--- src/fir_pkg.sv ---
package fir_pkg;

        typedef logic signed [11:0] sample_t;
        typedef logic signed [8:0]  coeff_t;
        typedef logic signed [12:0] pair_sum_t;
        typedef logic signed [21:0] prod_t;
        typedef logic signed [28:0] acc_t;
        typedef logic [6:0]         tap_idx_t;

        // One engine's work for one sequencer step.
        typedef struct packed {
                pair_sum_t pair_sum;
                tap_idx_t  idx;
                logic      first;
                logic      last;
        } tap_pair_t;

        typedef enum logic [1:0] {
                IDLE,
                RUN,
                DRAIN
        } seq_state_t;

        localparam int N_COEFF    = 101;
        localparam int MAX_DEPTH  = 2 * N_COEFF - 1;
        localparam int HALF_STEPS = 51;

        // Half of a symmetric low-pass response. Entry 100 is the centre tap,
        // and tap k shares its entry with tap 200 - k.
        localparam coeff_t coeff_table [N_COEFF] = '{
                2, 2, 2, 2, 2, 2, 2, 2, 2, 2,
                2, 2, 2, 2, 2, 2, 2, 1, 1, 1,
                0, 0, -1, -1, -2, -3, -4, -5, -6, -7,
                -8, -9, -11, -12, -13, -15, -16, -17, -19, -20,
                -21, -23, -24, -25, -25, -26, -27, -27, -27, -27,
                -26, -26, -25, -23, -22, -20, -17, -14, -11, -8,
                -4, 1, 6, 11, 16, 22, 29, 35, 43, 50,
                58, 66, 74, 82, 91, 100, 109, 118, 127, 135,
                144, 153, 162, 171, 179, 187, 195, 203, 210, 217,
                223, 229, 234, 239, 243, 246, 249, 252, 253, 254,
                255
        };

endpackage

--- src/fir_combine.sv ---
`timescale 1ns/1ns

module fir_combine import fir_pkg::*; #(
        parameter int OUT_SHIFT = 8
) (
        input  logic    clk,
        input  logic    rst,
        input  acc_t    partial_a,
        input  acc_t    partial_b,
        input  logic    done,
        output sample_t dout,
        output logic    dout_valid
);

        // Half of one output step, for round-half-up.
        localparam acc_t HALF_STEP = acc_t'(1) <<< (OUT_SHIFT - 1);
        localparam acc_t SAT_MAX   = acc_t'(2047);
        localparam acc_t SAT_MIN   = acc_t'(-2048);

        acc_t    total;
        acc_t    rounded;
        acc_t    shifted;
        sample_t clamped;

        always_comb begin
                total   = partial_a + partial_b;
                rounded = total + HALF_STEP;
                shifted = rounded >>> OUT_SHIFT;
                if (shifted > SAT_MAX) begin
                        clamped = sample_t'(SAT_MAX);
                end else if (shifted < SAT_MIN) begin
                        clamped = sample_t'(SAT_MIN);
                end else begin
                        clamped = sample_t'(shifted);
                end
        end

        always_ff @(posedge clk) begin
                if (rst) begin
                        dout       <= '0;
                        dout_valid <= 1'b0;
                end else begin
                        dout_valid <= done;
                        if (done) begin
                                dout <= clamped;
                        end
                end
        end

endmodule

--- config.mk ---
export PLATFORM = sky130hd
export DESIGN_NAME = fir_combine
export DESIGN_NICKNAME = d
export VERILOG_FILES = /design/src/fir_pkg.sv /design/src/fir_combine.sv
export SDC_FILE = /design/constraint.sdc
export NUM_CORES = 1
export LEC_CHECK = 0
export ABC_AREA = 1
export BUFFER_PORTS_ARGS = -buffer_cell sky130_fd_sc_hd__clkbuf_2
export CORE_MARGIN = 2
export CORE_UTILIZATION = 42
export DETAILED_ROUTE_END_ITERATION = 7
export GPL_TIMING_DRIVEN = 0
export PLACE_DENSITY = 0.75
export SKIP_CTS_REPAIR_TIMING = 1
export SLEW_MARGIN = 20
export SYNTH_ARGS = -nofsm -noshare
export SYNTH_HDL_FRONTEND = slang
export SYNTH_SLANG_ARGS = --single-unit
--- constraint.sdc ---
create_clock -name clk -period 4.12 [get_ports clk]
set_input_delay 0.618 -clock clk [delete_from_list [all_inputs] [get_ports clk]]
set_output_delay 0.618 -clock clk [all_outputs]
set_load 0.005 [all_outputs]
### Yosys cells after proc, flatten, opt, wreduce, memory -nomap -nowiden

Index checks and enable logic that the tools add are counted.

| word-level totals | value |
|---|---|
| register bits | 13 |
| output and inout port bits | 13 |

| operators by class | value |
|---|---|
| $add $sub $neg | 2 |
| magnitude comparators | 2 |
| multiplexer cells | 2 |

Operators with widths:

| kind | count |
|---|---|
| $add A29 B29 Y29 | 1 |
| $add A29 B9 Y29 const B | 1 |
| $mux W12 | 2 |
| $gt A21 B12 Y1 const B | 1 |
| $lt A21 B12 Y1 const B | 1 |

### Depth between registers and ports, before layout

| logic depth | value |
|---|---|
| word-level depth | 5 |
| mapped depth | 23 |
| gate-level depth less buffers | 22 |

### Worst setup path after synthesis

OpenSTA, ideal clock, no wires.

| path | value |
|---|---|
| path kind | input to register |
| start point | input partial_a[19] |
| end point | register dout[3] |
| setup time | 119 ps |
| arrival | 2,638 ps |
| required time | 4,001 ps |
| path slack | 1,364 ps |
| stages | 14 |
| path buffers | 1 |
| cells stage by stage | ha_1 > ha_1 > nand2_2 > inv_1 > nand2_1 > nand2_1 > a21oi_2 > nand3_2 > a21oi_2 > xor2_2 > buf_4 > a21oi_2 > nor2_2 > nor2_2 |

| between the ends | value |
|---|---|
| cells in the longest elaborated chain, start to end | 5 |
| elaborated cells between the ends (all ways) | 6 |

Ends and longest elaborated chain:

| element | line | text |
|---|---|---|
| start, declared | fir_combine.sv:8 | `input acc_t partial_a,` |
| $add A29 B29 Y29 * | fir_combine.sv:26 | `total = partial_a + partial_b;` |
| $add A29 B9 Y29 * | fir_combine.sv:27 | `rounded = total + HALF_STEP;` |
| $lt A21 B12 Y1 | fir_combine.sv:31 | `end else if (shifted < SAT_MIN) begin` |
| $mux W12 | fir_combine.sv:31 |  |
| $mux W12 * | fir_combine.sv:29 | `if (shifted > SAT_MAX) begin` |
| end signal, assigned | fir_combine.sv:45 | `dout <= clamped;` |
| end, declared | fir_combine.sv:11 | `output sample_t dout,` |

Mark *: on every way between the ends. The rest lies on a longest branch, timed or not.
A chain may end at the register's enable or synchronous reset.

### Worst setup path after layout

| path | value |
|---|---|
| start point | input partial_a[10] |
| end point | register dout[3] |

Same word-level chain as after synthesis.

==> impl_metrics.tcl <==
set metrics [dict create \
    cts_made_buffers 3 \
    crit_path_frequent_cell "nand2_1" \
    critical_path.top_delay_family "simple AND/OR/NAND/NOR gates" \
    ios 74 \
    stdcell_area_um2 3545 \
    min_period_over_period 0.7273 \
    cts.clk_slew.worst_paths_ns 0.06 \
    initial_utilization 0.4388 \
    rsz0062_at_grt "false" \
    final_hold_viol_count 0 \
    synthAdderAreaFrac 0.2200 \
    hp-class "reg -> reg" \
    cts_tree "yes" \
    drv_cap 0 \
    grt_pass1_wl_um 13150 \
    setup_violations 0 \
    synthMuxAreaShare 0 \
    clockBufferDepth 2 \
    setup_ws_ns 1.123 \
    postPlaceCellArea_um2 3500 \
    grt_usage 0.2059 \
    drt_iter0_drc 127 \
    num_vias 3315 \
    syn_inst 524 \
    core_um2 6869 \
    cpPeakStageDelay_ns 0.40 \
    place_congestion 0.9394 \
    async_flop_share 0 \
    crit_type "in -> reg" \
    wirelength_um 7671 \
    leakagePower_uw 0.002176 \
    fmax_mhz 333.7 \
    first_pass_iters 4 \
    outcome "finished clean" \
    grt_max_degree 11 \
    synth_top_area_cell "nand2_1" \
    slew_headroom 0.7282 \
    powerDensity_nw_per_um2 234.2 \
    finalSetupTns_ns 0 \
    die_area_um2 7870 \
    rows 30 \
    fp.dieW_um 88.72 \
    max-vdd-ir-drop_mv 0.1100 \
    ant_nets 0 \
    clk_latency_ns 0.24 \
    antenna-diode-count 0 \
    synth-seq-cells 13 \
    syn_to_final_growth_pct 17.60 \
    synth_compound_area_frac 0.1042 \
    ys_seq_area_frac 0.08634 \
    synth_top_area_frac 0.2341 \
    viasPerCell 4.756 \
    tightestPinTransition_ns 0.4061 \
    yosysMostFrequentCell "nand2_1" \
    worstPathMaxFanout 10 \
    slew_viol_final 0 \
    grt_overflow_total 0 \
    drive_gt1_frac 0.2013 \
    synth_common_cells "nand2_1 (188), inv_1 (98), ha_1 (53)" \
    yosysUniqueCellTypes 31 \
    antenna_found_initial 0 \
    syn-num-nets 638 \
    skew_ns 0 \
    avgRoutedWirePerCell_um 11.01 \
    htree_levels 1 \
    hpwl_um 6827 \
    avgSynthCellArea_um2 5.752 \
    cp-start-kind "input port" \
    grt_pass1_vias 3038 \
    synth_edf_count 0 \
    ff2ff_setup_slack_ns 3.45 \
    crit_buf_inv 2 \
    required_ns 4.25 \
    ys_warn_count 0 \
    final_util 0.5160 \
    netlist_area_um2 3014 \
    clkSinkCount 13 \
    end_kind "register" \
    remaining_drc_errors 0 \
    cts_root_buf "clkbuf_8" \
    fin_nets 716 \
    synth_xor_area_frac 0.04317 \
    nFillCells 745 \
    ys_top_cells_by_area "nand2_1 (23%), ha_1 (22%), inv_1 (12%), dfxtp_1 (8.6%), nor2_1 (5.1%)" \
    slowest_stage "ha_1" \
    yosys.area_share.simple 0.4056 \
    die_h_um 88.72 \
    port_buffers 73 \
    worstPathArrival_ns 3.13 \
    path_cells "clkbuf_2 > ha_1 > ha_1 > nand2_1 > nor2_1 > nand2_1 > nor2_1 > nand2_1 > nand3_2 > nand2_1 > nand2_1 > nand3_1 > nor2_1 > nand3_1 > nand2_1 > nand2_2 > buf_6 > nor2_2 > nor2_2" \
    preCtsSetupSlack_ns 0.9025 \
    synthFlopType "dfxtp_1" \
    fin_crit_ns 2.997 \
    synth_top_family_by_area "simple AND/OR/NAND/NOR gates" \
]
[through the flow]
stage               power, uW  std cells  hold slack, ns
finish                  830.2        697          0.4684
detailed placement      714.5        693          0.4590
floorplan               567.5        524          0.4536
CTS                     832.9        697          0.4677
global placement        704.7        693          0.4512
global route            927.0        697          0.4916
[cells in the final DEF, fill, tap and decap left out, types with 12 or more instances in the layout]
cell	instances
a21oi_1	19
nor2_1	41
clkbuf_2	73
ha_1	53
nand2_1	188
o21ai_0	12
nand3_1	19
dfxtp_1	13
inv_1	98
a21oi_2	12
[per-layer routing]
layer  vias up  global-route usage  wire (um)
li1       1785                   -          -
met1      1456              0.2844       3717
met2        70              0.3582       3530
met3         4             0.02052        394
met4         0             0.01928         29
met5         -                   0          0
[tightest hold or removal path: cells and delay by family (launching register included)]
family             cells  cell delay (ns)
DFF                    1             0.31
and+or+nand+nor        1             0.06
AOI/OAI and AO/OA      1             0.05
[logic make-up (layout without fill, tap and decap cells)]
family / Yosys count / count (layout)
and+or+nand+nor: 285 / 285
DFF: 13 / 13
adders and majority gates: 53 / 53
AOI/OAI and AO/OA: 51 / 51
buffers and inverters: 108 / 185
xor gates and xnor gates: 14 / 14
[worst paths after layout]
| check | from | endpoint | cells past startpoint |
|---|---|---|---|
| min reg2reg | dout[11] | dout[11] | 2 |
| max | partial_a[10] | dout[3] | 19 |
| max reg2reg | dout[3] | dout[3] | 2 |
| min | dout[11] | dout[11] | 2 |
[sequential cells by signal (all words and copies together), names as in the netlist]
name        cells
dout           12
dout_valid      1
[area by class of cell]
cell class,instances,area [um^2],area share
repair buffers,73,365.4,0.1031
well taps,96,120.1,0.03389
multi-input cells,403,2330,0.6573
flip-flops and latches,13,260.3,0.07342
inverters,103,386.6,0.1091
clock buffers,4,45.04,0.01271
plain buffers,5,37.54,0.01059
[where the power goes]
group / internal (uW) / total (uW) / switching (uW)
sequential: 143 / 151 / 8.08
clock: 68.4 / 116 / 47.5
combinational: 217 / 563 / 347
total: 428 / 830 / 402
Note: power is estimated with default switching activity, not from simulation.
