File: src/fir_pkg.sv
package fir_pkg;

        typedef logic signed [11:0] sample_t;
        typedef logic signed [8:0]  coeff_t;
        typedef logic signed [12:0] pair_sum_t;
        typedef logic signed [21:0] prod_t;
        typedef logic signed [28:0] acc_t;
        typedef logic [6:0]         tap_idx_t;

        // One engine's work for one sequencer step.
        typedef struct packed {
                pair_sum_t pair_sum;
                tap_idx_t  idx;
                logic      first;
                logic      last;
        } tap_pair_t;

        typedef enum logic [1:0] {
                IDLE,
                RUN,
                DRAIN
        } seq_state_t;

        localparam int N_COEFF    = 101;
        localparam int MAX_DEPTH  = 2 * N_COEFF - 1;
        localparam int HALF_STEPS = 51;

        // Half of a symmetric low-pass response. Entry 100 is the centre tap,
        // and tap k shares its entry with tap 200 - k.
        localparam coeff_t coeff_table [N_COEFF] = '{
                2, 2, 2, 2, 2, 2, 2, 2, 2, 2,
                2, 2, 2, 2, 2, 2, 2, 1, 1, 1,
                0, 0, -1, -1, -2, -3, -4, -5, -6, -7,
                -8, -9, -11, -12, -13, -15, -16, -17, -19, -20,
                -21, -23, -24, -25, -25, -26, -27, -27, -27, -27,
                -26, -26, -25, -23, -22, -20, -17, -14, -11, -8,
                -4, 1, 6, 11, 16, 22, 29, 35, 43, 50,
                58, 66, 74, 82, 91, 100, 109, 118, 127, 135,
                144, 153, 162, 171, 179, 187, 195, 203, 210, 217,
                223, 229, 234, 239, 243, 246, 249, 252, 253, 254,
                255
        };

endpackage

File: src/fir_half_mac.sv
`timescale 1ns/1ns

module fir_half_mac import fir_pkg::*; (
        input  logic      clk,
        input  logic      rst,
        input  tap_pair_t pair,
        input  logic      step_valid,
        output acc_t      partial,
        output logic      done
);

        prod_t prod;
        logic  prod_valid;
        logic  prod_first;
        logic  prod_last;
        acc_t  acc;

        // Stage one looks up the coefficient and forms the product.
        always_ff @(posedge clk) begin
                if (step_valid) begin
                        prod       <= pair.pair_sum * coeff_table[pair.idx];
                        prod_first <= pair.first;
                        prod_last  <= pair.last;
                end
        end

        always_ff @(posedge clk) begin
                if (rst) begin
                        prod_valid <= 1'b0;
                end else begin
                        prod_valid <= step_valid;
                end
        end

        // Stage two accumulates. The first product of a run restarts the sum.
        always_ff @(posedge clk) begin
                if (prod_valid) begin
                        if (prod_first) begin
                                acc <= acc_t'(prod);
                        end else begin
                                acc <= acc + acc_t'(prod);
                        end
                end
        end

        always_ff @(posedge clk) begin
                if (rst) begin
                        done <= 1'b0;
                end else begin
                        done <= prod_valid && prod_last;
                end
        end

        assign partial = acc;

endmodule

File: config.mk
export PLATFORM = sky130hd
export DESIGN_NAME = fir_half_mac
export DESIGN_NICKNAME = d
export VERILOG_FILES = /design/src/fir_pkg.sv /design/src/fir_half_mac.sv
export SDC_FILE = /design/constraint.sdc
export NUM_CORES = 1
export LEC_CHECK = 0
export BUFFER_PORTS_ARGS = -buffer_cell sky130_fd_sc_hd__buf_4
export CELL_PAD_IN_SITES_DETAIL_PLACEMENT = 0
export CELL_PAD_IN_SITES_GLOBAL_PLACEMENT = 1
export CORE_ASPECT_RATIO = 2
export CORE_MARGIN = 4
export CORE_UTILIZATION = 46
export DETAILED_ROUTE_END_ITERATION = 12
export MAX_ROUTING_LAYER = met4
export PLACE_DENSITY_LB_ADDON = 0.08
export SLEW_MARGIN = 20
export SYNTH_ARGS = -nofsm -noshare
export SYNTH_HDL_FRONTEND = slang
export SYNTH_SLANG_ARGS = --single-unit
File: constraint.sdc
create_clock -name clk -period 9.5 [get_ports clk]
set_clock_uncertainty 0.15 [all_clocks]
set_input_delay 0.475 -clock clk [delete_from_list [all_inputs] [get_ports clk]]
set_output_delay 0.475 -clock clk [all_outputs]
set_load 0.02 [all_outputs]
After elaboration in Yosys (flattened, before gate mapping). Memory sizes are Yosys's and may differ from the RTL's. Cells that the tools add are included. Widths: inputs -> output; s select.

ROM bits: 1152. Word-level logic and storage cells: 15. Memories: 1. Input bits: 25. Output and inout bits: 30. Register bits after elaboration: 55.

Memory list: (no name shown) (depth 128, width 9, rd ports 1, clocked after Yosys merged registers in 0, write ports 0, RTL line fir_half_mac.sv:21) `prod <= pair.pair_sum * coeff_table[pair.idx];`.

$lt $le $gt $ge: 1. Add/sub/neg operators: 1. Multiply operators: 1. Multiplexer cells: 3. Reduce and logical (&&, ||, !) cells: 1. Bitwise operators: 1.

Operator list (number): $add 29x22->29 (1); $mux 29 (1); $mul 13x9->22 (1); $mux 9 (2); $ge 8x8->1 const B (1); $not 7->8 (1); $logic_and 1x1->1 (1).

Longest topological paths before layout.
Depth in word-level cells: 5. Gate-level depth with buffers: 30. Gate-level depth less buffers: 29.

Least setup slack after synthesis. OpenSTA, ideal clock, no wires.

Kind: input port to flip-flop. From: in pair[4] (netlist name). To: reg prod[21] (data pin). Stages on the path: 25. Setup time: 0.260 ns. Data required time: 9.090 ns. Path slack: 2.757 ns. Buffers on the path: 2. Data arrival time: 6.333 ns. Cell sequence: buf_2 > inv_2 > ha_1 > or2_2 > mux4_2 > a21oi_1 > o21ai_0 > clkbuf_1 > nand2_1 > fa_1 > inv_1 > fa_1 > fa_1 > fa_1 > inv_1 > fa_1 > inv_1 > ha_1 > a21oi_4 > o21a_4 > o21ai_2 > or4b_4 > a31o_1 > a21oi_2 > xnor2_1.

Longest elaborated chain between the ends: 5.

Ends and longest elaborated chain: start: declaration (RTL line fir_half_mac.sv:6) `input tap_pair_t pair,`; $not 7->8 (implied by the code) (RTL line fir_half_mac.sv:21); $mem_v2 128x9; $mux 9 (implied by the code) (2 in series) (RTL line fir_half_mac.sv:21); $mul 13x9->22 (RTL line fir_half_mac.sv:21); end signal: assignment (RTL line fir_half_mac.sv:21); end: declaration (RTL line fir_half_mac.sv:12) `prod_t prod;`.

No other way between the ends. The select of a mux whose other input is x is not followed. A chain may end at the register's enable or synchronous reset.

Worst setup path after layout.
From: in pair[2] (netlist name). To: reg prod[21] (data pin).

Same word-level chain as after synthesis.

==> flow_summary.json <==
{
  "grt.overflow.total": 0,
  "clk_latency_ns": 0.31,
  "irDropWorstVdd_mv": 0.311,
  "vias": 6256,
  "drt_iter0_drc": 126,
  "syn_area_um2": 8210,
  "synth-seq-cells": 55,
  "ios": 55,
  "viasPerCell": 5.59,
  "core_area_um2": 17400,
  "cts.htree.levels": 2,
  "critPathMaxStageDelay_ns": 0.79,
  "fin_crit_ns": 7.33,
  "rsz0062_at_grt": "false",
  "wire_per_inst_um": 18.0,
  "rrSetupSlack_ns": 6.48,
  "async_flop_share_pct": 0,
  "dr.max_layer_used": "met4",
  "dr_wl_met3_um": 339,
  "crit_type": "in -> reg",
  "cts_tree": "yes",
  "timing.rr.end": "partial[22]$_DFFE_PP_",
  "n_fill_cell": 1633,
  "cp_num_cells": 27,
  "startpoint": "pair[2]",
  "layout_common_cells": "99 x fa_1, 96 x nand2_1, 93 x inv_1",
  "port-buffer-count": 54,
  "cp_num_buf_inv": 6,
  "r2r_start": "partial[0]$_DFFE_PP_",
  "fmax_mhz": 136,
  "ff2ff_path_depth": 11,
  "stdcell_count": 1119,
  "cp-end-kind": "flop",
  "cp.required_ns": 9.40,
  "fin_tns_setup_ns": 0,
  "fin_nets": 1120,
  "status": "finished, final reports clean",
  "hold_class": "in -> reg",
  "drt-met1-wl_um": 6610,
  "routed_wl_um": 20200,
  "tightest_slew_ns": 1.09,
  "cts-resized-gates": 0,
  "placed_cells": 1111,
  "path_delay_family": "adder cells",
  "start_kind": "input port",
  "comb_power_share_pct": 80.1,
  "p_total_uw": 3770,
  "endpoint": "prod[21]$_DFFE_PP_",
  "grt_pass1_vias": 6972,
  "initial_core_util_pct": 47.1,
  "die_area_um2": 20200,
  "drive_above_1_share_pct": 9.79,
  "yosysUniqueCellTypes": 63,
  "antenna_found_initial": 0,
  "routabilityCongestion": 0.904,
  "route.detailed.drc": 0,
  "area_growth_pct": 9.17,
  "swShare_pct": 48.0,
  "p_clk_share_pct": 5.2,
  "cpMaxStageDelayCell": "a31oi_1",
  "crit_arrival_ns": 7.24,
  "path_clk_slew_ns": 0.08,
  "num_antenna_cells": 0,
  "met2_length_um": 12400,
  "dp_hpwl_um": 17300,
  "root_buffer": "clkbuf_16",
  "cts_sinks": 55,
  "finish.utilization_pct": 51.4,
  "grt_pass1_wl_um": 33500,
  "cts_setup_buffers": 0,
  "die_w_um": 102,
  "cts-buffers-inserted": 5,
  "relSlewSlack_pct": 27.3,
  "grt_use_total_pct": 21.7,
  "placed_area_um2": 8810,
  "internal_power_uw": 1960,
  "p_per_area_nw_per_um2": 420,
  "syn_nets": 1083,
  "synth_top_flop_cell": "edfxtp_1",
  "period_share_pct": 77.2,
  "grt_max_degree": 55,
  "yosys_warnings": 0,
  "pwr-share-seq_pct": 14.7,
  "fp.dieH_um": 197,
  "switchingPower_uw": 1810,
  "crit_fanout": 13,
  "netlist_instances": 871,
  "layout_commonest_cell": "fa_1",
  "slew_violations": 0,
  "drtPass1Iterations": 4,
  "antenna_left": 0,
  "maxCapViolations": 0,
  "cts_buffer_depth": 2,
  "leakage_uw": 0.00409,
  "finalInstanceArea_um2": 8960,
  "row_count": 68,
  "ys_seq_area_share_pct": 19.9,
  "synth_edf_count": 53,
  "hold_violations": 0,
  "ctsHoldBuffers": 0,
  "avgSynthCellArea_um2": 9.43,
  "setup_violations": 0
}
[worst reg2reg max path, delay by kind of cell (launching register included)]
family	cells	cell delay, ns
simple gates	1	0.07
xor+xnor	1	0.14
buf+inv	1	0.07
flops	1	0.40
compound gates	6	1.47
fa+ha+maj	2	0.44
[layer usage]
metal / track usage (%) / up-vias
met5: - / -
met4: 9.10 / 0
met3: 1.35 / 45
met2: 43.6 / 90
met1: 19.9 / 3089
li1: - / 3032
[cell usage after synthesis, drive strengths merged (8+ instances only)]
master   n  area share [%]
fa      99              24
and2    70             5.3
nand2   96             4.4
o21ai   54             3.3
inv     94             4.3
buf      8            0.44
o211ai  10            0.91
xor2    15             1.6
clkbuf  21            0.96
ha      88              13
a21o    16             1.5
a31oi    8            0.61
edfxtp  53              19
xnor2   29             3.1
a21oi   51             3.3
nor2    48             2.3
nand3    8            0.49
[logic make-up (layout without fill, tap and decap cells)]
family / after synthesis / count (layout) / share of synthesized area [%]
compound gates: 187 / 187 / 14.5
xor+xnor: 44 / 44 / 4.69
fa+ha+maj: 187 / 187 / 37.5
buf+inv: 123 / 161 / 5.70
flops: 55 / 55 / 19.9
mux: 8 / 8 / 1.45
simple gates: 267 / 267 / 16.2
[registers in the layout, summed over array words and instances (netlist names)]
signal	count
prod	22
prod_first	1
prod_last	1
done	1
partial	29
prod_valid	1
[power groups by stage]
stage / Sequential, uW / Combinational [uW] / Clock [uW]
3_3_place_gp: 558 / 2980 / 0
3_5_place_dp: 560 / 3040 / 0
6_report: 553 / 3020 / 198
2_1_floorplan: 581 / 2350 / 0
5_1_grt: 562 / 3470 / 211
4_1_cts: 555 / 3070 / 203
[area by class of cell]
class / instances / area, um^2 / area share (%)
clock inverter: 3 / 27.5 / 0.307
tap: 210 / 263 / 2.93
multi-input combinational: 693 / 6120 / 68.3
clock buffer: 5 / 125 / 1.40
sequential: 55 / 1630 / 18.2
inverter: 94 / 353 / 3.94
timing repair buffer: 59 / 443 / 4.94
[worst min-delay path by stage]
stage,from,end,slack [ns],cells past startpoint
after floorplan,prod_last$_DFFE_PP_,done$_SDFF_PP0_,0.29,2
after global placement,prod_last$_DFFE_PP_,done$_SDFF_PP0_,0.29,2
after detailed placement,prod_last$_DFFE_PP_,done$_SDFF_PP0_,0.32,2
after CTS,rst,prod_valid$_SDFF_PP0_,0.16,2
after global routing,rst,prod_valid$_SDFF_PP0_,0.16,2
final,rst,done$_SDFF_PP0_,0.17,2
[through the flow]
stage | setup slack [ns] | hold WS, ns
2_1_floorplan | 2.76 | 0.286
3_3_place_gp | 1.85 | 0.291
3_5_place_dp | 1.79 | 0.316
4_1_cts | 2.13 | 0.164
5_1_grt | 1.71 | 0.165
6_report | 2.17 | 0.169
(Power assumes the default switching activity.)
